`config.mk`:
```
export PLATFORM = sky130hd
export DESIGN_NAME = wait_timer
export DESIGN_NICKNAME = d
export VERILOG_FILES = /design/src/design/mem_bus_pkg.sv /design/src/design/wait_timer.sv
export SDC_FILE = /design/constraint.sdc
export NUM_CORES = 1
export LEC_CHECK = 0
export ABC_AREA = 1
export BUFFER_PORTS_ARGS = -buffer_cell sky130_fd_sc_hd__buf_2
export CAP_MARGIN = 20
export CORE_AREA = 2 2 39 41
export CTS_BUF_LIST = sky130_fd_sc_hd__clkbuf_4
export CTS_CLUSTER_DIAMETER = 50
export DETAILED_ROUTE_END_ITERATION = 8
export DIE_AREA = 0 0 41 43
export PLACE_DENSITY = 0.37
export SETUP_SLACK_MARGIN = 0.02
export SLEW_MARGIN = 20
export SYNTH_ARGS = -nofsm -noshare
export SYNTH_HDL_FRONTEND = slang
export SYNTH_SLANG_ARGS = --single-unit
```
`constraint.sdc`:
```
create_clock -name clk -period 1.2 [get_ports clk]
set_input_delay 0.06 -clock clk [delete_from_list [all_inputs] [get_ports clk]]
set_output_delay 0.06 -clock clk [all_outputs]
set_load 0.02 [all_outputs]
```
`src/design/mem_bus_pkg.sv`:
```
`default_nettype none

package mem_bus_pkg;

   ////////////////////
   // Bus widths
   ////////////////////

   // Native memory port, one word per access
   localparam int unsigned ADDR_W = 32;
   localparam int unsigned DATA_W = 32;
   localparam int unsigned STRB_W = DATA_W / 8;

   typedef logic [ADDR_W-1:0] addr_t;
   typedef logic [DATA_W-1:0] data_t;
   // All strobes zero marks a read
   typedef logic [STRB_W-1:0] strb_t;

   ////////////////////
   // Address map
   ////////////////////

   localparam int unsigned N_SLAVES    = 4;
   localparam int unsigned SLAVE_IDX_W = $clog2(N_SLAVES);
   // Window select sits in the top address bits
   localparam int unsigned SLAVE_LSB   = ADDR_W - SLAVE_IDX_W;

   typedef logic [SLAVE_IDX_W-1:0] slave_idx_t;

   // Each RAM holds 256 words, byte address bits 9:2
   localparam int unsigned RAM_WORDS = 256;
   localparam int unsigned RAM_AW    = $clog2(RAM_WORDS);

   typedef logic [RAM_AW-1:0] ram_idx_t;

   ////////////////////
   // Timing
   ////////////////////

   localparam int unsigned RAM0_WAIT      = 0;
   localparam int unsigned RAM1_WAIT      = 2;
   // Edge at which the guard ends an unanswered access
   localparam int unsigned TIMEOUT_CYCLES = 16;
   localparam int unsigned TIMER_W        = $clog2(TIMEOUT_CYCLES);

   typedef logic [TIMER_W-1:0] timer_cnt_t;

   // Read value handed back on timeout
   localparam data_t POISON_DATA = 32'hDEAD_BEEF;

   // Guard states, DONE lasts one cycle while the master drops valid
   typedef enum logic [1:0] {
      IDLE,
      WAIT,
      DONE
   } guard_state_e;

endpackage

`default_nettype wire

```
`src/design/wait_timer.sv`:
```
`timescale 1ns/1ps
`default_nettype none

module wait_timer (
   input  logic clk,
   input  logic rst_n,
   input  logic count_en,
   input  logic clear,
   output logic expired
);

   import mem_bus_pkg::*;

   // Last count before the guard steps in
   localparam timer_cnt_t LIMIT = timer_cnt_t'(TIMEOUT_CYCLES - 1);

   timer_cnt_t count_q;

   // Saturating cycle counter
   always_ff @(posedge clk or negedge rst_n) begin
      if (!rst_n) begin
         count_q <= '0;
      end else if (clear) begin
         count_q <= '0;
      end else if (count_en && (count_q != LIMIT)) begin
         count_q <= count_q + 1'b1;
      end
   end

   // Level, held until cleared
   assign expired = (count_q == LIMIT);

endmodule

`default_nettype wire

```
==> results of run 1 <==
==> Yosys cell counts, drive strengths merged <==
library cell   n
nand2         10
dfrtp          4
inv            4
nand3          4
nor2           3
nand4          2
ha             1
xor2           1
==> metrics by stage <==
stage	util (%)	hold WS, ns
final	23.9	0.114
after global routing	23.9	0.122
after CTS	22.8	0.109
after detailed placement	19.7	-0.133
after global placement	19.7	-0.133
after floorplan	-	-0.236
==> metal layers <==
layer	routed length [um]	part of all wire, %
met1	182	45
met2	218	53
met3	7	1.7
met4	0	0
met5	0	0
==> worst register-to-register path: cells and delay by family (launching register included) <==
kind | cells | cell delay (ns)
adder cells (fa/ha/maj) | 1 | 0.20
XOR/XNOR | 1 | 0.15
buffers and inverters | 1 | 0.13
flip-flops | 1 | 0.37
AND/OR/NAND/NOR | 2 | 0.14
==> power groups by stage <==
stage          registers, mW  clock network (mW)  logic, mW
2_1_floorplan          0.148                   0     0.0188
3_3_place_gp           0.148                   0     0.0353
3_5_place_dp           0.148                   0     0.0355
4_1_cts                0.145               0.171     0.0431
5_1_grt                0.146               0.185     0.0504
6_report               0.145               0.161     0.0445
==> final timing paths <==
check,start,to,slack [ns]
worst min-delay path,clear,count_q[1],0.11
min in group asynchronous,rst_n,count_q[0],0.16
max in group asynchronous,rst_n,count_q[2],0.92
worst max register to register,count_q[1],count_q[2],0.10
worst max-delay path,count_q[1],expired,0.09
worst min register to register,count_q[3],count_q[3],0.55
==> layout make-up <==
cell class / count / share of cell area, %
Tap cell: 16 / 6.06
Timing Repair Buffer: 8 / 16.7
Inverter: 4 / 4.55
Clock buffer: 3 / 6.82
Multi-Input combinational cell: 21 / 35.6
Sequential cell: 4 / 30.3
==> timing repair <==
action / in CTS / in global routing
setup endpoints to repair: 1 / 2
hold buffers: 1 / 0
endpoints found under the hold margin: 4 / 0
pin swaps: 0 / 1
gates resized for setup: 1 / 2
buffers inserted: 1 / 1
==> cells in the final DEF, fill, tap and decap left out <==
cell type | synthesis | routed
buf_4 | 0 | 4
nand3_1 | 4 | 3
nand2_1 | 10 | 10
buf_2 | 0 | 3
inv_2 | 1 | 1
nand4_1 | 2 | 2
ha_2 | 0 | 1
nand3_2 | 0 | 1
nor2_1 | 2 | 2
inv_1 | 3 | 3
dlygate4sd3_1 | 0 | 1
dfrtp_1 | 4 | 4
clkbuf_4 | 0 | 3
xor2_1 | 1 | 1
nor2_4 | 1 | 1
==> cell families after synthesis <==
| kind of cell | count (synthesis) |
|---|---|
| simple gates | 19 |
| buf+inv | 4 |
| flops | 4 |
| xor+xnor | 1 |
| fa+ha+maj | 1 |
==> qor.txt, run 1 <==
Outcome: finished clean
Crit path time final: 1.11 ns
Pwr dens: 1060 nW/um^2
FP Rows: 14
FF+latch area: 100 um^2
Met2 GRT Util: 8.44%
DRT Wirelength: 408 um
CP max FO: 2
DRC viols: 0
CP bufs+invs: 2
Type of origin of the critical path: register
Peak supply drop: 0.383 mV
Via count: 200
Slowest CP cell: dfrtp_1
Layout Skew: 0.000683 ns
Multi-input logic area: 118 um^2
Drt pass-1 iters: 3
Placed insts: 50
Biggest register: count_q
Vias in the first global route: 196
Htree depth: 1
Arrival time worst endpoint: 1.05 ns
Clock Sinks: 4
Final hold violation count: 0
Pleak: 0.190 nW
Area contributors post-synth: dfrtp_1 (44%), nand2_1 (17%), nand3_1 (8.9%)
Core area: 1380 um^2
Largest net degree at the start of global routing: 7
Sw frac: 21.7%
Post-Layout Inst Area: 330 um^2
# diodes: 0
Total of max-cap violations: 0
Largest family of logic cells by synthesized area: simple AND/OR/NAND/NOR gates
PnR worst setup slack: 0.0936 ns
Max incr delay on CP: 0.37 ns
Crit path cell chain: ha_2 -> nand3_2 -> inv_1 -> buf_4
WP data required: 1.14 ns
Initial Utilization: 16.3%
Total congestion overflow: 0
Post-Synth XOR/XNOR Area: 3.89%
Part of the power in the clock network: 45.8%
P_sw: 76.1 uW
Die area: 1760 um^2
Filler Cell Count: 158
P&R area growth vs syn: 46.7%
Met1 usage: 6.84%
CTS root buffer: clkbuf_4
Syn. warnings: 0
CTS tree: done
Synth top area share: 44.4%
Die width: 41 um
Compound-gate portion of the synthesized area: 0%
Layout cells sized above 1: 35.0%
Cell-internal power: 275 uW
First-pass GRT wire length: 731 um
GR peak layer: met2
HPWL after DPL: 318 um
Cell accounting for the most synthesized area: dfrtp_1
Layout net count: 47
Syn_nets: 34
DR iter-0 viols: 5
CP delay by family, top: flip-flops
Setup WS pre-CTS: 0.0499 ns
Routing usage on met3: 3.14%
Sequential area share after synthesis: 44.4%
WS Path Type: reg -> out
DIE HEIGHT: 43 um
Syn avg cell area: 7.77 um^2
Clock buffer depth: 2
Final std cells w/o fill: 56
Min-Delay Path Depth: 4
Overall power: 351 uW
GRT Overall Usage: 6.65%
Synth Area in Adders: 5.56%
Fin crit share: 92.2%
Placed cell areas: 273 um^2
Via/cell ratio: 3.57
Setup crit end kind: output port
Post-synthesis mux area share: 0%
Final ANT Viol Nets: 0
Seq pwr share: 41.5%
Comb pwr share: 12.7%
Crit path depth: 4
F_max: 0.904 GHz
Synthesized area: 225 um^2
# setup viols final: 0
Post-Synth Simple-Gate Area: 39.4%
Slew Limit Fails: 0
Num CTS Buffers: 3
Depth of the worst register-to-register path: 5
Rel. slew slack: 88.1%
Initial antenna violation count: 0
Worst hold path type: in -> reg
GP Congestion: 0.749
Port Buffer Count: 4
Synth Register Bits: 4
Reg clk slew, reported paths: 0.04 ns
Syn Inst Count: 29
Setup TNS: 0 ns
Largest regs: count_q: 4 flops
Number of flip-flops in the largest register: 4
Skew-Pair Late Insertion Delay: 0.23 ns
Synth cell types: 10
Measured slew at the worst slew-check pin: 0.179 ns
RSZ-0062 raised after global routing: no
Drt wl/cell: 7.29 um
I/O pins: 5
Power figures use the tool's default switching activity.
==> inputs of run 2 (changes only) <==
RECOVER_POWER = 100   (was default)
==> qor.txt, run 2 (same netlist as run 1, synthesis figures left out) <==
Outcome: finished clean
Initial Utilization: 16.3% (unchanged)
Vias in the first global route: 196 (unchanged)
Most frequent cells in the layout: nand2_1 (10), clkbuf_4 (4), dfrtp_1 (4)
# setup viols final: 0 (unchanged)
Crit path launch: count_q[1]
Slew Limit Fails: 0 (unchanged)
F_max: 0.903 GHz (about the same)
Clock buffer depth: 2 (unchanged)
Hold slack: 0.115 ns (+0.00150 ns)
I/O pins: 5 (unchanged)
First-pass GRT wire length: 731 um (unchanged)
Post-Layout Inst Area: 329 um^2 (-0.38%)
Depth of the worst register-to-register path: 5 (unchanged)
FF+latch area: 100 um^2 (unchanged)
Reg clk slew, reported paths: 0.04 ns (about the same)
Pleak: 0.187 nW (-1.7%)
Final std cells w/o fill: 56 (unchanged)
Drt pass-1 iters: 3 (unchanged)
GP Congestion: 0.749 (unchanged)
Setup TNS: 0 ns (unchanged)
Fin crit share: 92.3% (about the same)
Port Buffer Count: 4 (unchanged)
Setup WS pre-CTS: 0.0499 ns (unchanged)
Htree depth: 1 (unchanged)
Measured slew at the worst slew-check pin: 0.200 ns (+0.0208 ns)
Biggest register: count_q
Hold path start: clear
DRC viols: 0 (unchanged)
Min-Delay Path Depth: 4 (unchanged)
WS Path Type: reg -> out
Worst R2R Start: count_q[1]
Worst hold endpoint: count_q[1]
Final hold violation count: 0 (unchanged)
Placed insts: 50 (unchanged)
P&R area growth vs syn: 46.1%
Largest regs: count_q: 4 flops
FP Rows: 14 (unchanged)
# diodes: 0 (unchanged)
Layout cells sized above 1: 32.5% (-2.5 points)
RR Endpoint: count_q[2]
Num CTS Buffers: 3 (unchanged)
HPWL after DPL: 318 um (unchanged)
DRT Wirelength: 401 um (-1.7%)
Peak supply drop: 0.381 mV (-0.52%)
Pwr dens: 1060 nW/um^2 (+0.12%)
RSZ-0062 raised after global routing: no
Largest net degree at the start of global routing: 7 (unchanged)
GRT Overall Usage: 6.65% (unchanged)
Most common cell after layout, fill and taps aside: nand2_1
Crit path time final: 1.11 ns (+0.000920 ns)
Setup crit end kind: output port
CTS root buffer: clkbuf_4
Via/cell ratio: 3.52 (-1.5%)
Via count: 197 (-1.5%)
Drt wl/cell: 7.16 um (-1.7%)
Final core utilization: 23.8% (-0.090 points)
Layout net count: 47 (unchanged)
Overall power: 350 uW (-0.26%)
Layout Skew: 0.000683 ns (unchanged)
DIE HEIGHT: 43 um (unchanged)
DR iter-0 viols: 6 (+1)
Initial antenna violation count: 0 (unchanged)
Rel. slew slack: 86.7% (-1.4 points)
Worst hold path type: in -> reg
Placed cell areas: 273 um^2 (unchanged)
Filler Cell Count: 158 (unchanged)
R2R setup slack: 0.10 ns (about the same)
CP max FO: 2 (unchanged)
Total of max-cap violations: 0 (unchanged)
Final ANT Viol Nets: 0 (unchanged)
PnR worst setup slack: 0.0927 ns (-0.000920 ns)
Total congestion overflow: 0 (unchanged)
Type of origin of the critical path: register
Arrival time worst endpoint: 1.05 ns (about the same)
Die area: 1760 um^2 (unchanged)
Number of flip-flops in the largest register: 4 (unchanged)
CTS tree: done
Skew-Pair Late Insertion Delay: 0.23 ns (about the same)
Clock Sinks: 4 (unchanged)
Multi-input logic area: 118 um^2 (unchanged)
WP data required: 1.14 ns (about the same)
Core area: 1380 um^2 (unchanged)
Die width: 41 um (unchanged)
run 2: changes by cell type in the layout (fill, tap and decap cells not counted), sizes merged:
cell and delta:
buf -2, clkbuf +2
run 2: repair_timing:
action,CTS,global route
endpoints found under the setup margin,1,2
hold buffers,1,0
hold endpoints to repair,4,0
buffers inserted,1,1
resized for setup,1,2
pin swaps,0,1
gates cloned,0,0
run 2: cell type report:
| type | instances | area share (%) |
|---|---|---|
| Inverter | 4 | 4.56 |
| Timing Repair Buffer | 8 | 16.3 |
| Multi-Input combinational cell | 21 | 35.7 |
| Clock buffer | 3 | 6.84 |
| Sequential cell | 4 | 30.4 |
| Tap cell | 16 | 6.08 |
run 2: worst max-delay path by stage:
stage	endpoint
floorplan	count_q[0]
CTS	expired
finish	expired
global placement	count_q[0]
global route	count_q[2]
detailed placement	count_q[3]
run 2: critical path, stage by stage, from the launching register on:
cell and delay, ns:
dfrtp_1 0.37, ha_2 0.20, nand3_2 0.06, inv_1 0.04, buf_4 0.14
run 2: where the power goes:
part / internal, mW / switching [mW] / total, mW / leakage, nW
logic: 0.0211 / 0.0225 / 0.0436 / 0.119
clock network: 0.111 / 0.0493 / 0.161 / 0.0138
registers: 0.141 / 0.00407 / 0.146 / 0.0542
total: 0.274 / 0.0758 / 0.350 / 0.187
run 2: layer usage:
metal  up-vias  wire length (um)  GRT usage, %  part of all wire, %
met4         0                 0          8.00                    0
met3         0                 7          3.14                  1.7
li1        114                 -             -                    -
met1        82               177          6.84                   44
met2         1               216          8.44                   54
met5         -                 0             0                    0
