--- config.mk ---
export PLATFORM = sky130hd
export DESIGN_NAME = bus_guard_fsm
export DESIGN_NICKNAME = d
export VERILOG_FILES = /design/src/design/mem_bus_pkg.sv /design/src/design/bus_guard_fsm.sv
export SDC_FILE = /design/constraint.sdc
export NUM_CORES = 1
export LEC_CHECK = 0
export ABC_CLOCK_PERIOD_IN_PS = 1170
export BUFFER_PORTS_ARGS = -buffer_cell sky130_fd_sc_hd__clkbuf_2
export CORE_MARGIN = 2
export CORE_UTILIZATION = 24
export CTS_CLUSTER_SIZE = 10
export DETAILED_ROUTE_END_ITERATION = 10
export PLACE_DENSITY_LB_ADDON = 0.12
export SETUP_SLACK_MARGIN = 0.02
export SLEW_MARGIN = 20
export SYNTH_ARGS = -nofsm -noshare
export SYNTH_HDL_FRONTEND = slang
export SYNTH_SLANG_ARGS = --single-unit
export TNS_END_PERCENT = 30
--- constraint.sdc ---
create_clock -name clk -period 1.17 [get_ports clk]
set_clock_uncertainty 0.2 [all_clocks]
set_input_delay 0.117 -clock clk [delete_from_list [all_inputs] [get_ports clk]]
set_output_delay 0.117 -clock clk [all_outputs]
set_load 0.005 [all_outputs]
--- src/design/mem_bus_pkg.sv ---
`default_nettype none

package mem_bus_pkg;

   ////////////////////
   // Bus widths
   ////////////////////

   // Native memory port, one word per access
   localparam int unsigned ADDR_W = 32;
   localparam int unsigned DATA_W = 32;
   localparam int unsigned STRB_W = DATA_W / 8;

   typedef logic [ADDR_W-1:0] addr_t;
   typedef logic [DATA_W-1:0] data_t;
   // All strobes zero marks a read
   typedef logic [STRB_W-1:0] strb_t;

   ////////////////////
   // Address map
   ////////////////////

   localparam int unsigned N_SLAVES    = 4;
   localparam int unsigned SLAVE_IDX_W = $clog2(N_SLAVES);
   // Window select sits in the top address bits
   localparam int unsigned SLAVE_LSB   = ADDR_W - SLAVE_IDX_W;

   typedef logic [SLAVE_IDX_W-1:0] slave_idx_t;

   // Each RAM holds 256 words, byte address bits 9:2
   localparam int unsigned RAM_WORDS = 256;
   localparam int unsigned RAM_AW    = $clog2(RAM_WORDS);

   typedef logic [RAM_AW-1:0] ram_idx_t;

   ////////////////////
   // Timing
   ////////////////////

   localparam int unsigned RAM0_WAIT      = 0;
   localparam int unsigned RAM1_WAIT      = 2;
   // Edge at which the guard ends an unanswered access
   localparam int unsigned TIMEOUT_CYCLES = 16;
   localparam int unsigned TIMER_W        = $clog2(TIMEOUT_CYCLES);

   typedef logic [TIMER_W-1:0] timer_cnt_t;

   // Read value handed back on timeout
   localparam data_t POISON_DATA = 32'hDEAD_BEEF;

   // Guard states, DONE lasts one cycle while the master drops valid
   typedef enum logic [1:0] {
      IDLE,
      WAIT,
      DONE
   } guard_state_e;

endpackage

`default_nettype wire

--- src/design/bus_guard_fsm.sv ---
`timescale 1ns/1ps
`default_nettype none

module bus_guard_fsm (
   input  logic               clk,
   input  logic               rst_n,
   input  logic               m_valid,
   input  logic               slave_ready,
   input  mem_bus_pkg::data_t slave_rdata,
   input  logic               expired,
   output logic               m_ready,
   output mem_bus_pkg::data_t m_rdata,
   output logic               bus_error,
   output logic               count_en,
   output logic               clear
);

   import mem_bus_pkg::*;

   guard_state_e state_q;
   guard_state_e state_d;

   // Guard completes the access itself for one cycle
   logic timeout_q;

   ////////////////////
   // State machine
   ////////////////////

   always_comb begin
      state_d = state_q;
      unique case (state_q)
         IDLE: begin
            if (m_valid) begin
               state_d = WAIT;
            end
         end
         // Slave answer or timer whichever comes first
         WAIT: begin
            if (slave_ready || expired) begin
               state_d = DONE;
            end
         end
         DONE: state_d = IDLE;
         default: state_d = IDLE;
      endcase
   end

   always_ff @(posedge clk or negedge rst_n) begin
      if (!rst_n) begin
         state_q   <= IDLE;
         timeout_q <= 1'b0;
      end else begin
         state_q   <= state_d;
         // Slave answer wins a tie with the timer
         timeout_q <= (state_q == WAIT) && expired && !slave_ready;
      end
   end

   ////////////////////
   // Timer control
   ////////////////////

   // Count from the accepting edge so the error lands on the limit edge
   assign count_en = (state_q == WAIT) || ((state_q == IDLE) && m_valid);
   assign clear    = (state_q == DONE);

   // Response to the master
   assign m_ready   = slave_ready | timeout_q;
   assign m_rdata   = timeout_q ? POISON_DATA : slave_rdata;
   assign bus_error = timeout_q;

   // Error completes the access alone, no late slave answer on top
   assert property (@(posedge clk) disable iff (!rst_n)
      bus_error |-> m_ready && !slave_ready)
      else $error("bus_error while a slave also answered");

   // Single-cycle ready pulse
   assert property (@(posedge clk) disable iff (!rst_n)
      m_ready |=> !m_ready)
      else $error("m_ready held for two cycles");

endmodule

`default_nettype wire

==> results by group, run 1 <==
Run status
  • Status: complete, but fails checks
  • Failing checks: setup timing

Synthesis
  • Seq/Total Area, Yosys: between 20 and 25%
  • Post-Syn Nets: 85
  • Syn Inst Count: 48
  • Mapped Area: roughly 370 um2
  • Yosys cell types: 9
  • Ys Warns: 0
  • #FFs+latches synth: 3
  • Post-Syn Area per Cell: approximately 7.8 um2

Finish
  • Layout Nets: ~170
  • Final Core Density: ~55%
  • Fillers: 160
  • Fraction of layout cells with a size suffix above 1: between 60 and 70%
  • Area growth, synth to finish: 119%
  • N_diodes: 0

Flow run
  • # Max-Cap Violations: 0

Clocking
  • CTS Buf Count: 3
  • H-tree levels: 1
  • Clk slew on worst S/H paths: ~0.040 ns
  • CTS tree: built
  • Maximum buffer depth of the clock tree: 2
  • Clk root buf: clkbuf_4
  • CTS Sinks: 3
  • Clk_lat worst skew: around 0.23 ns

Routing
  • Starting DRT DRC Count: 1
  • Vias per Instance: ~4.1
  • DRC: 0
  • Post-route ant nets: 0
  • WL final: roughly 1.2 mm
  • Total number of vias: ~590
  • WL per Instance: about 8.1 um
  • Drt pass-1 iters: 2

Worst setup path
  • Crit path max-delay cell type: dfrtp_1
  • Critical Path, Cell by Cell: buf_6 -> or2_1 -> clkbuf_2
  • RR Startpoint: state_q[0]
  • CP Launch Type: register
  • Worst-case reg-to-reg path depth: 2
  • Endpoint class of the critical path: output port
  • Slowest Stage Delay on Critical Path: ~0.39 ns
  • R2R Path End: state_q[0]
  • R2r setup slk: approximately 0.090 ns
  • Worst Path Arrival: 1.10 ns
  • Worst EP required: about 0.85 ns
  • Kind of critical path: register to output port
  • CP max FO: 15

Floorplan
  • Die width: 43.4 um
  • Initial Util: approximately a quarter
  • # IOs: 73
  • Die Y: between 40 and 50 um
  • Die Area: roughly 1900 um2
  • Core area: 1490 um2
  • FP Rows: 14

Global routing
  • Initial antenna violation count: 0
  • First-pass GRT wire length: 1.81 mm
  • Tot GR Track Use: between 10% and 20%
  • Largest net degree at the start of global routing: 20
  • Vias in the first global route: 476
  • Global route overflow: 0

STA
  • Max transition margin: 90.3%
  • Fmax: 705 MHz
  • Slew Limit Fails: 0
  • Worst Max-Slew Pin Slew: between 0.1 and 0.15 ns
  • Post-route clock period utilization: 121%
  • Min Tclk post-route: around 1.4 ns
  • PnR worst setup slack: -0.248 ns
  • Final setup violation count: 36
  • RSZ-0062 raised after global routing: yes
  • Hold Violations, Final: 0

Pwr
  • VDD IR max: 0.509 mV
  • Power per cell area: about 800 nW/um2
  • Pleak: 0.000524 uW

Place
  • # port buffers: slightly above 70
  • Pre-CTS WS: -0.0252 ns
  • Placer congestion estimate: roughly 0.55

Hold path
  • Class of the worst hold path: input port to asynchronous set/reset pin
[worst max-delay path, delay by kind of cell (launching register included)]
family                 cells  cell delay, ns
buffers and inverters      2            0.26
DFF                        1            0.39
and+or+nand+nor            1            0.23
[metrics by stage]
stage / hold slack, ns / instance area, um2 / total power (uW) / TNS [ns] / std cells
after floorplan: -0.379 / 373 / 286 / 0 / 48
after global placement: -0.283 / 734 / 444 / -0.133 / 135
after detailed placement: -0.282 / 734 / 449 / -0.365 / 135
after CTS: 0.0144 / 816 / 653 / -7.95 / 144
after global routing: 0.0187 / 818 / 695 / -9.03 / 144
final: 0.0176 / 818 / 636 / -7.22 / 144
[registers in the layout (all words and copies together) (netlist names)]
register,flops
bus_error,1
state_q,2
[repair_timing]
action	in CTS	in global routing
hold endpoints to repair	6	0
pin swaps	1	6
hold buffers	4	0
buffers inserted	1	0
endpoints found under the setup margin	36	37
resized for setup	2	7
[power breakdown]
group / switching, uW / internal, uW
Combinational: 118 / 201
Clock: 50.2 / 128
Sequential: 17.7 / 121
[cell usage in the layout (no fill, tap or decap)]
cell type,n
dlymetal6s4s_1,1
nor2b_1,7
or2_1,25
dlygate4sd3_1,3
dfrtp_1,3
buf_4,1
nor2b_2,1
nor2_1,4
buf_6,2
a22o_1,1
clkbuf_1,1
buf_2,6
and3b_1,1
clkbuf_2,66
and2b_1,3
clkbuf_4,3
[how the worst max path moves through the flow]
stage,to,depth (start not counted),slack (ns),startpoint
global route,m_rdata[31],3,-0.30,bus_error
global placement,m_rdata[18],3,-0.02,bus_error
finish,m_rdata[31],3,-0.25,bus_error
floorplan,m_rdata[0],2,0.04,bus_error
CTS,m_rdata[21],3,-0.26,bus_error
detailed placement,m_rdata[6],3,-0.03,bus_error
[final cells by class]
| class | instances | area, um2 | share of cell area (%) |
|---|---|---|---|
| timing repair buffer | 79 | 433 | 52.9 |
| multi-input combinational | 42 | 264 | 32.3 |
| sequential | 3 | 75.1 | 9.17 |
| clock buffer | 4 | 26.3 | 3.21 |
| tap | 16 | 20.0 | 2.45 |
[routing by layer]
layer  wire [um]  up-vias  part of all wire [%]  global-route usage [%]
li1            -      303                     -                       -
met1         345      257                    30                    11.1
met2         661       34                    57                    23.9
met3         162        0                    14                    3.33
met4           0        0                     0                    7.27
met5           0        -                     0                       0
[cell families (layout without fill, tap and decap cells)]
logic type,after synthesis,after routing,synth area share (%)
AOI/OAI and AO/OA,1,1,2.35
buffers and inverters,3,83,9.06
DFF,3,3,20.1
and+or+nand+nor,41,41,68.5
[cell usage after synthesis]
cell,number,area share [%]
a22o_1,1,2.3
and2b_1,3,6.0
and3b_1,1,2.3
buf_6,3,9.1
dfrtp_1,3,20
nor2_1,4,4.0
nor2b_1,7,12
nor2b_2,1,2.3
or2_1,25,42
Note: power is estimated with default switching activity, not from simulation.
==> run 2: changes to the inputs <==
Settings changed: REMOVE_ABC_BUFFERS set to 1.
==> results by group, run 2 (same netlist as run 1, synthesis figures left out) <==
Pwr
  • Psw: 187 uW (+0.54%)
  • Sequential power share: 21.8% (about the same)
  • Int Pwr: 446 uW (-1.0%)
  • Comb pwr share: 50.2% (about the same)
  • VDD IR max: 0.545 mV (+7.1%)
  • Clock power share: 28.0% (about the same)
  • Pleak: 0.000512 uW (-2.4%)
  • Power per cell area: 784 nW/um2 (+0.84%)
  • Sw Ratio: 29.6% (+0.32 points)

Routing
  • Drt pass-1 iters: 4 (+2)
  • Starting DRT DRC Count: 2 (+1)
  • Vias per Instance: 4.07 (-1.3%)
  • Total number of vias: 582 (-2.0%)
  • Post-route ant nets: 0 (unchanged)
  • DRC: 0 (unchanged)
  • WL final: 1.27 mm (+8.7%)
  • WL per Instance: 8.88 um (+9.5%)

Clocking
  • CTS Buf Count: 3 (unchanged)
  • H-tree levels: 1 (unchanged)
  • Clk root buf: clkbuf_4
  • Maximum buffer depth of the clock tree: 2 (unchanged)
  • Clk_lat worst skew: 0.23 ns (about the same)
  • Post-CTS setup buffer count: 0 (-1)
  • Clk slew on worst S/H paths: 0.03 ns (about the same)
  • CTS tree: built
  • CTS Sinks: 3 (unchanged)

Worst setup path
  • Worst Path Arrival: 1.11 ns (about the same)
  • CP Launch Type: register
  • CP max FO: 22 (+7)
  • Worst-case reg-to-reg path depth: 2 (unchanged)
  • R2r setup slk: 0.09 ns (about the same)
  • Kind of critical path: register to output port
  • Slowest Stage Delay on Critical Path: 0.38 ns (about the same)
  • Worst EP required: 0.85 ns (about the same)
  • Crit path max-delay cell type: dfrtp_1
  • Endpoint class of the critical path: output port
  • Critical Path, Cell by Cell: buf_6 -> or2_1 -> clkbuf_2

Floorplan
  • Die width: 43.4 um (unchanged)
  • Die Y: 43.4 um (unchanged)
  • # IOs: 73 (unchanged)
  • FP Rows: 14 (unchanged)
  • Core area: 1490 um2 (unchanged)
  • Die Area: 1880 um2 (unchanged)
  • Initial Util: 25.0% (unchanged)

Run status
  • Status: complete, but fails checks
  • Failing checks: setup timing

STA
  • Min Tclk post-route: 1.43 ns (+0.00903 ns)
  • Slew Limit Fails: 0 (unchanged)
  • Max transition margin: 91.1% (+0.75 points)
  • Fmax: 701 MHz (-0.63%)
  • Worst Max-Slew Pin Slew: 0.134 ns (-0.0112 ns)
  • Final setup violation count: 36 (unchanged)
  • Hold Violations, Final: 0 (unchanged)
  • Worst hold slack: 0.0238 ns (+0.00624 ns)
  • Post-route clock period utilization: 122% (+0.77 points)
  • PnR worst setup slack: -0.257 ns (-0.00903 ns)
  • RSZ-0062 raised after global routing: yes

Global routing
  • Initial antenna violation count: 0 (unchanged)
  • Largest net degree at the start of global routing: 23 (+15%)
  • Vias in the first global route: 465 (-2.3%)
  • Global route overflow: 0 (unchanged)
  • Tot GR Track Use: 13.6% (+1.3 points)
  • First-pass GRT wire length: 1.92 mm (+6.1%)

Finish
  • Most frequent cells in the layout: clkbuf_2, or2_1, nor2b_1
  • Reg with most FFs: state_q
  • Area growth, synth to finish: 116%
  • Fillers: 152 (-5.0%)
  • Max reg flops: 2 (unchanged)
  • N_diodes: 0 (unchanged)
  • Layout Nets: 165 (-0.60%)
  • Commonest non-fill, non-tap cell in the layout: clkbuf_2
  • Final std cells w/o fill: 143 (-0.69%)
  • Fraction of layout cells with a size suffix above 1: 62.2% (+0.49 points)

Place
  • DP HPWL: about 1.1 mm
  • Placer congestion estimate: 0.599 (+8.9%)
  • # port buffers: 72 (unchanged)
  • Placed insts: 135 (unchanged)
  • Pre-CTS WS: -0.0527 ns (-0.0275 ns)

Hold path
  • Class of the worst hold path: input port to asynchronous set/reset pin

Flow run
  • # Max-Cap Violations: 0 (unchanged)
## run 2: cell count changes in the layout (fill, tap and decap cells not counted), sizes merged
cell	before	now
dlygate4sd3	3	4
buf	9	2
clkbuf	70	76
dlymetal6s4s	1	0
## run 2: final timing paths
kind | from | end
max in group asynchronous | rst_n | bus_error
min in group clk | slave_rdata[30] | m_rdata[30]
worst min-delay path | rst_n | state_q[0]
worst min register to register | state_q[1] | state_q[1]
worst max register to register | state_q[0] | state_q[0]
worst max-delay path | bus_error | m_rdata[31]
## run 2: per-layer routing
| metal | vias to the layer above | global-route usage (%) | wire (um) |
|---|---|---|---|
| li1 | 304 | - | - |
| met1 | 238 | 12.6 | 397 |
| met2 | 38 | 26.0 | 732 |
| met3 | 2 | 3.33 | 126 |
| met4 | 0 | 8.48 | 14 |
| met5 | - | 0 | 0 |
## run 2: metrics by stage
step | instance area (um2) | setup TNS, ns | power, uW | util, %
after CTS | 805 | -8.21 | 651 | 54.0
after global placement | 734 | -0.355 | 443 | 49.3
final | 807 | -7.47 | 633 | 54.2
after detailed placement | 734 | -0.712 | 451 | 49.3
after global routing | 807 | -9.73 | 698 | 54.2
after floorplan | 339 | -0.395 | 269 | -
## run 2: layout make-up
cell class / count / area (um2) / share of cell area (%)
repair buffers: 78 / 419 / 51.9
well taps: 16 / 20.0 / 2.48
clock buffers: 4 / 26.3 / 3.26
flip-flops and latches: 3 / 75.1 / 9.30
multi-input cells: 42 / 267 / 33.0
## run 2: critical path: cells and delay by family, from the launching register on
family	cells	cell delay (ns)
AND/OR/NAND/NOR	1	0.23
buffers and inverters	2	0.27
flip-flops	1	0.38
## run 2: power groups by stage
| stage | registers [uW] | clock network (uW) | logic (uW) |
|---|---|---|---|
| after floorplan | 146 | 0 | 123 |
| after global placement | 138 | 0 | 305 |
| after detailed placement | 139 | 0 | 312 |
| after CTS | 138 | 188 | 324 |
| after global routing | 142 | 195 | 361 |
| final | 138 | 177 | 318 |
## run 2: what timing repair did
action | 4_1_cts | 5_1_grt
resized for setup | 1 | 1
hold buffers | 4 | 0
endpoints found under the setup margin | 36 | 36
endpoints found under the hold margin | 6 | 0
pin swaps | 1 | 0
==> run 3: changes to the inputs <==
Settings changed: ABC_AREA set to 1, ABC_CLOCK_PERIOD_IN_PS 1170 to 1350.
Clock period 1.17 ns to 1.35 ns, I/O delays scaled along.
==> results by group, run 3 <==
Clocking
  • H-tree levels: 1 (unchanged)
  • Clk slew on worst S/H paths: 0.04 ns (about the same)
  • CTS Hold Bufs: 3 (-1)
  • Clk root buf: clkbuf_4
  • CTS tree: built
  • Clk_lat worst skew: 0.23 ns (about the same)
  • Maximum buffer depth of the clock tree: 2 (unchanged)
  • CTS Buf Count: 3 (unchanged)
  • Post-CTS setup buffer count: 0 (unchanged)
  • CTS Sinks: 3 (unchanged)

STA
  • Fmax: just under 700 MHz
  • Hold Violations, Final: 1 (+1)
  • Setup TNS: -2.12 ns (+5.35 ns)
  • Final setup violation count: 25 (-31%)
  • PnR worst setup slack: -0.0990 ns (+0.158 ns)
  • Max transition margin: 90.5% (-0.57 points)
  • RSZ-0062 raised after global routing: yes
  • Worst Max-Slew Pin Slew: 0.142 ns (+0.00848 ns)
  • Min Tclk post-route: ~1.4 ns
  • Worst hold slack: -0.0267 ns (-0.0505 ns)
  • Post-route clock period utilization: 107%
  • Slew Limit Fails: 0 (unchanged)

Finish
  • Fraction of layout cells with a size suffix above 1: 57.2% (-5.0 points)
  • Reg area: 75.1 um2 (unchanged)
  • Final std cells w/o fill: 154 (+7.7%)
  • Fillers: 148 (-2.6%)
  • Multi-input gate area: 231 um2 (-13%)
  • N_diodes: 0 (unchanged)
  • Most frequent cells in the layout: clkbuf_2, or2_1, nor2_1
  • Reg with most FFs: state_q
  • Final Core Density: 54.0% (-0.17 points)
  • Max reg flops: 2 (unchanged)
  • Commonest non-fill, non-tap cell in the layout: clkbuf_2
  • Layout Nets: 176 (+6.7%)
  • Area growth, synth to finish: 112%

Pwr
  • VDD IR max: 0.458 mV (-16%)
  • Total power: 550 uW (-13%)
  • Pleak: 0.000549 uW (+7.3%)
  • Power per cell area: 683 nW/um2 (-13%)

Synthesis
  • Post-synth EDFFs: 0 (unchanged)
  • Mapped Area: 379 um2 (+1.7%)
  • Post-Syn Area per Cell: 6.21 um2 (-20%)
  • Ys Warns: 0 (unchanged)
  • Most frequent cell after synthesis: or2_1
  • Most used DFF post-synth: dfrtp_1
  • Ys async rst share: 100% (unchanged)
  • Syn Inst Count: 61 (+27%)
  • Yosys cell types: 7 (-2)
  • #FFs+latches synth: 3 (unchanged)
  • Yosys top cell by area: or2_1
  • Seq/Total Area, Yosys: 19.8% (-0.33 points)
  • Top cells by count, synth: or2_1, nor2_1, inv_1
  • Top post-synthesis cells by area: or2_1, dfrtp_1, nor2_1, inv_1, buf_6
  • Share of the synthesized area in the top cell type: 41.3% (-0.69 points)

Global routing
  • Largest net degree at the start of global routing: 35 (+52%)
  • Met2 Use GR: 25.3% (-0.68 points)
  • Top Usage Layer GRT: met2
  • Tot GR Track Use: 11.6% (-2.0 points)
  • Met1 Resource Use GR: 11.2% (-1.4 points)
  • Global route overflow: 0 (unchanged)
  • Vias in the first global route: 445 (-4.3%)
  • GR Util met3: 0% (-3.3 points)
  • Initial antenna violation count: 0 (unchanged)
  • First-pass GRT wire length: 1.70 mm (-11%)

Routing
  • Total number of vias: 589 (+1.2%)
  • Drt pass-1 iters: 2 (-2)
  • WL final: 1.25 mm (-1.6%)
  • Vias per Instance: 3.82 (-6.0%)
  • WL per Instance: 8.12 um (-8.6%)
  • Starting DRT DRC Count: 2 (unchanged)
  • DRC: 0 (unchanged)
  • Post-route ant nets: 0 (unchanged)

Worst setup path
  • Critical path's top delay family: flip-flops
  • CP Launch Type: register
  • CP max FO: 34 (+55%)
  • Endpoint class of the critical path: output port
  • Worst Path Arrival: 1.11 ns (about the same)
  • Crit path max-delay cell type: dfrtp_1
  • Crit path buf inv count: 2 (unchanged)
  • Slowest Stage Delay on Critical Path: 0.38 ns (about the same)
  • Worst EP required: 1.01 ns (+0.16 ns)
  • Kind of critical path: register to output port
  • Critical Path, Cell by Cell: buf_12 -> or2_1 -> clkbuf_2

Floorplan
  • Core area: 1490 um2 (unchanged)
  • Die width: 43.7 um (+0.76%)
  • Initial Util: 25.5% (+0.42 points)
  • # IOs: 73 (unchanged)
  • Die Area: 1910 um2 (+1.5%)
  • FP Rows: 14 (unchanged)
  • Die Y: 43.7 um (+0.76%)

Flow run
  • # Max-Cap Violations: 0 (unchanged)

Place
  • Placer congestion estimate: 0.659 (+10%)
  • Pre-CTS WS: 0.133 ns (+0.185 ns)
  • # port buffers: 72 (unchanged)
  • DP HPWL: 1.08 mm (-2.4%)
  • Placed insts: 147 (+8.9%)

Run status
  • Status: complete, but fails checks
  • Failing checks: hold timing, setup timing

Hold path
  • Class of the worst hold path: input port to register
run 3: cell types whose count changed after synthesis:
cell / previous run / this run
nand3_1: 0 / 1
nor2_1: 4 / 13
inv_1: 0 / 11
and3b_1: 1 / 0
and2b_1: 3 / 0
nand2_1: 0 / 5
a22o_1: 1 / 0
nor2b_1: 7 / 0
nor2b_2: 1 / 0
run 3: path summary, 6_finish.rpt:
kind,start,end,slack (ns),depth (start not counted)
max,bus_error,m_rdata[0],-0.1,3
min,m_valid,state_q[0],-0.03,3
max reg2reg,state_q[0],state_q[0],0.44,4
min reg2reg,state_q[1],state_q[0],0.33,3
max in group asynchronous,rst_n,state_q[0],0.79,2
min in group asynchronous,rst_n,state_q[1],0.05,2
run 3: worst register-to-register path: stages, from the launching register on:
cell     delay [ns]
dfrtp_1        0.40
inv_2          0.07
nor2_1         0.04
nand2_1        0.05
nand2_1        0.04
run 3: metal layers:
layer | part of all wire (%) | vias up
li1 | - | 324
met1 | 34 | 230
met2 | 55 | 35
met3 | 11 | 0
met4 | 0 | 0
met5 | 0 | -
run 3: stage by stage:
step | area [um2] | hold slack, ns
finish | 805 | -0.0267
detailed placement | 746 | -0.267
CTS | 802 | -0.0263
global route | 805 | -0.0174
floorplan | 345 | -0.361
global placement | 746 | -0.267
run 3: area by class of cell:
cell class / count / share of cell area, %
multi-input cells: 44 / 28.8
repair buffers: 76 / 51.0
clock buffers: 4 / 3.27
well taps: 16 / 2.49
inverters: 11 / 5.13
flip-flops and latches: 3 / 9.33
run 3: power by group:
group | leakage [uW] | internal, uW | switching (uW)
clock | 0.0000150 | 110 | 41.2
combinational | 0.000495 | 161 | 120
sequential | 0.0000394 | 105 | 12.6
run 3: cells by family (layout without fill, tap and decap cells):
family,count (synthesis),in the layout,share of synthesized area [%]
flops,3,3,19.8
buf+inv,14,91,19.8
simple gates,44,44,60.4
run 3: what timing repair did:
| item | 4_1_cts | 5_1_grt |
|---|---|---|
| endpoints found under the hold margin | 6 | 1 |
| pin swaps | 0 | 6 |
| resized for setup | 0 | 4 |
| setup endpoints to repair | 33 | 34 |
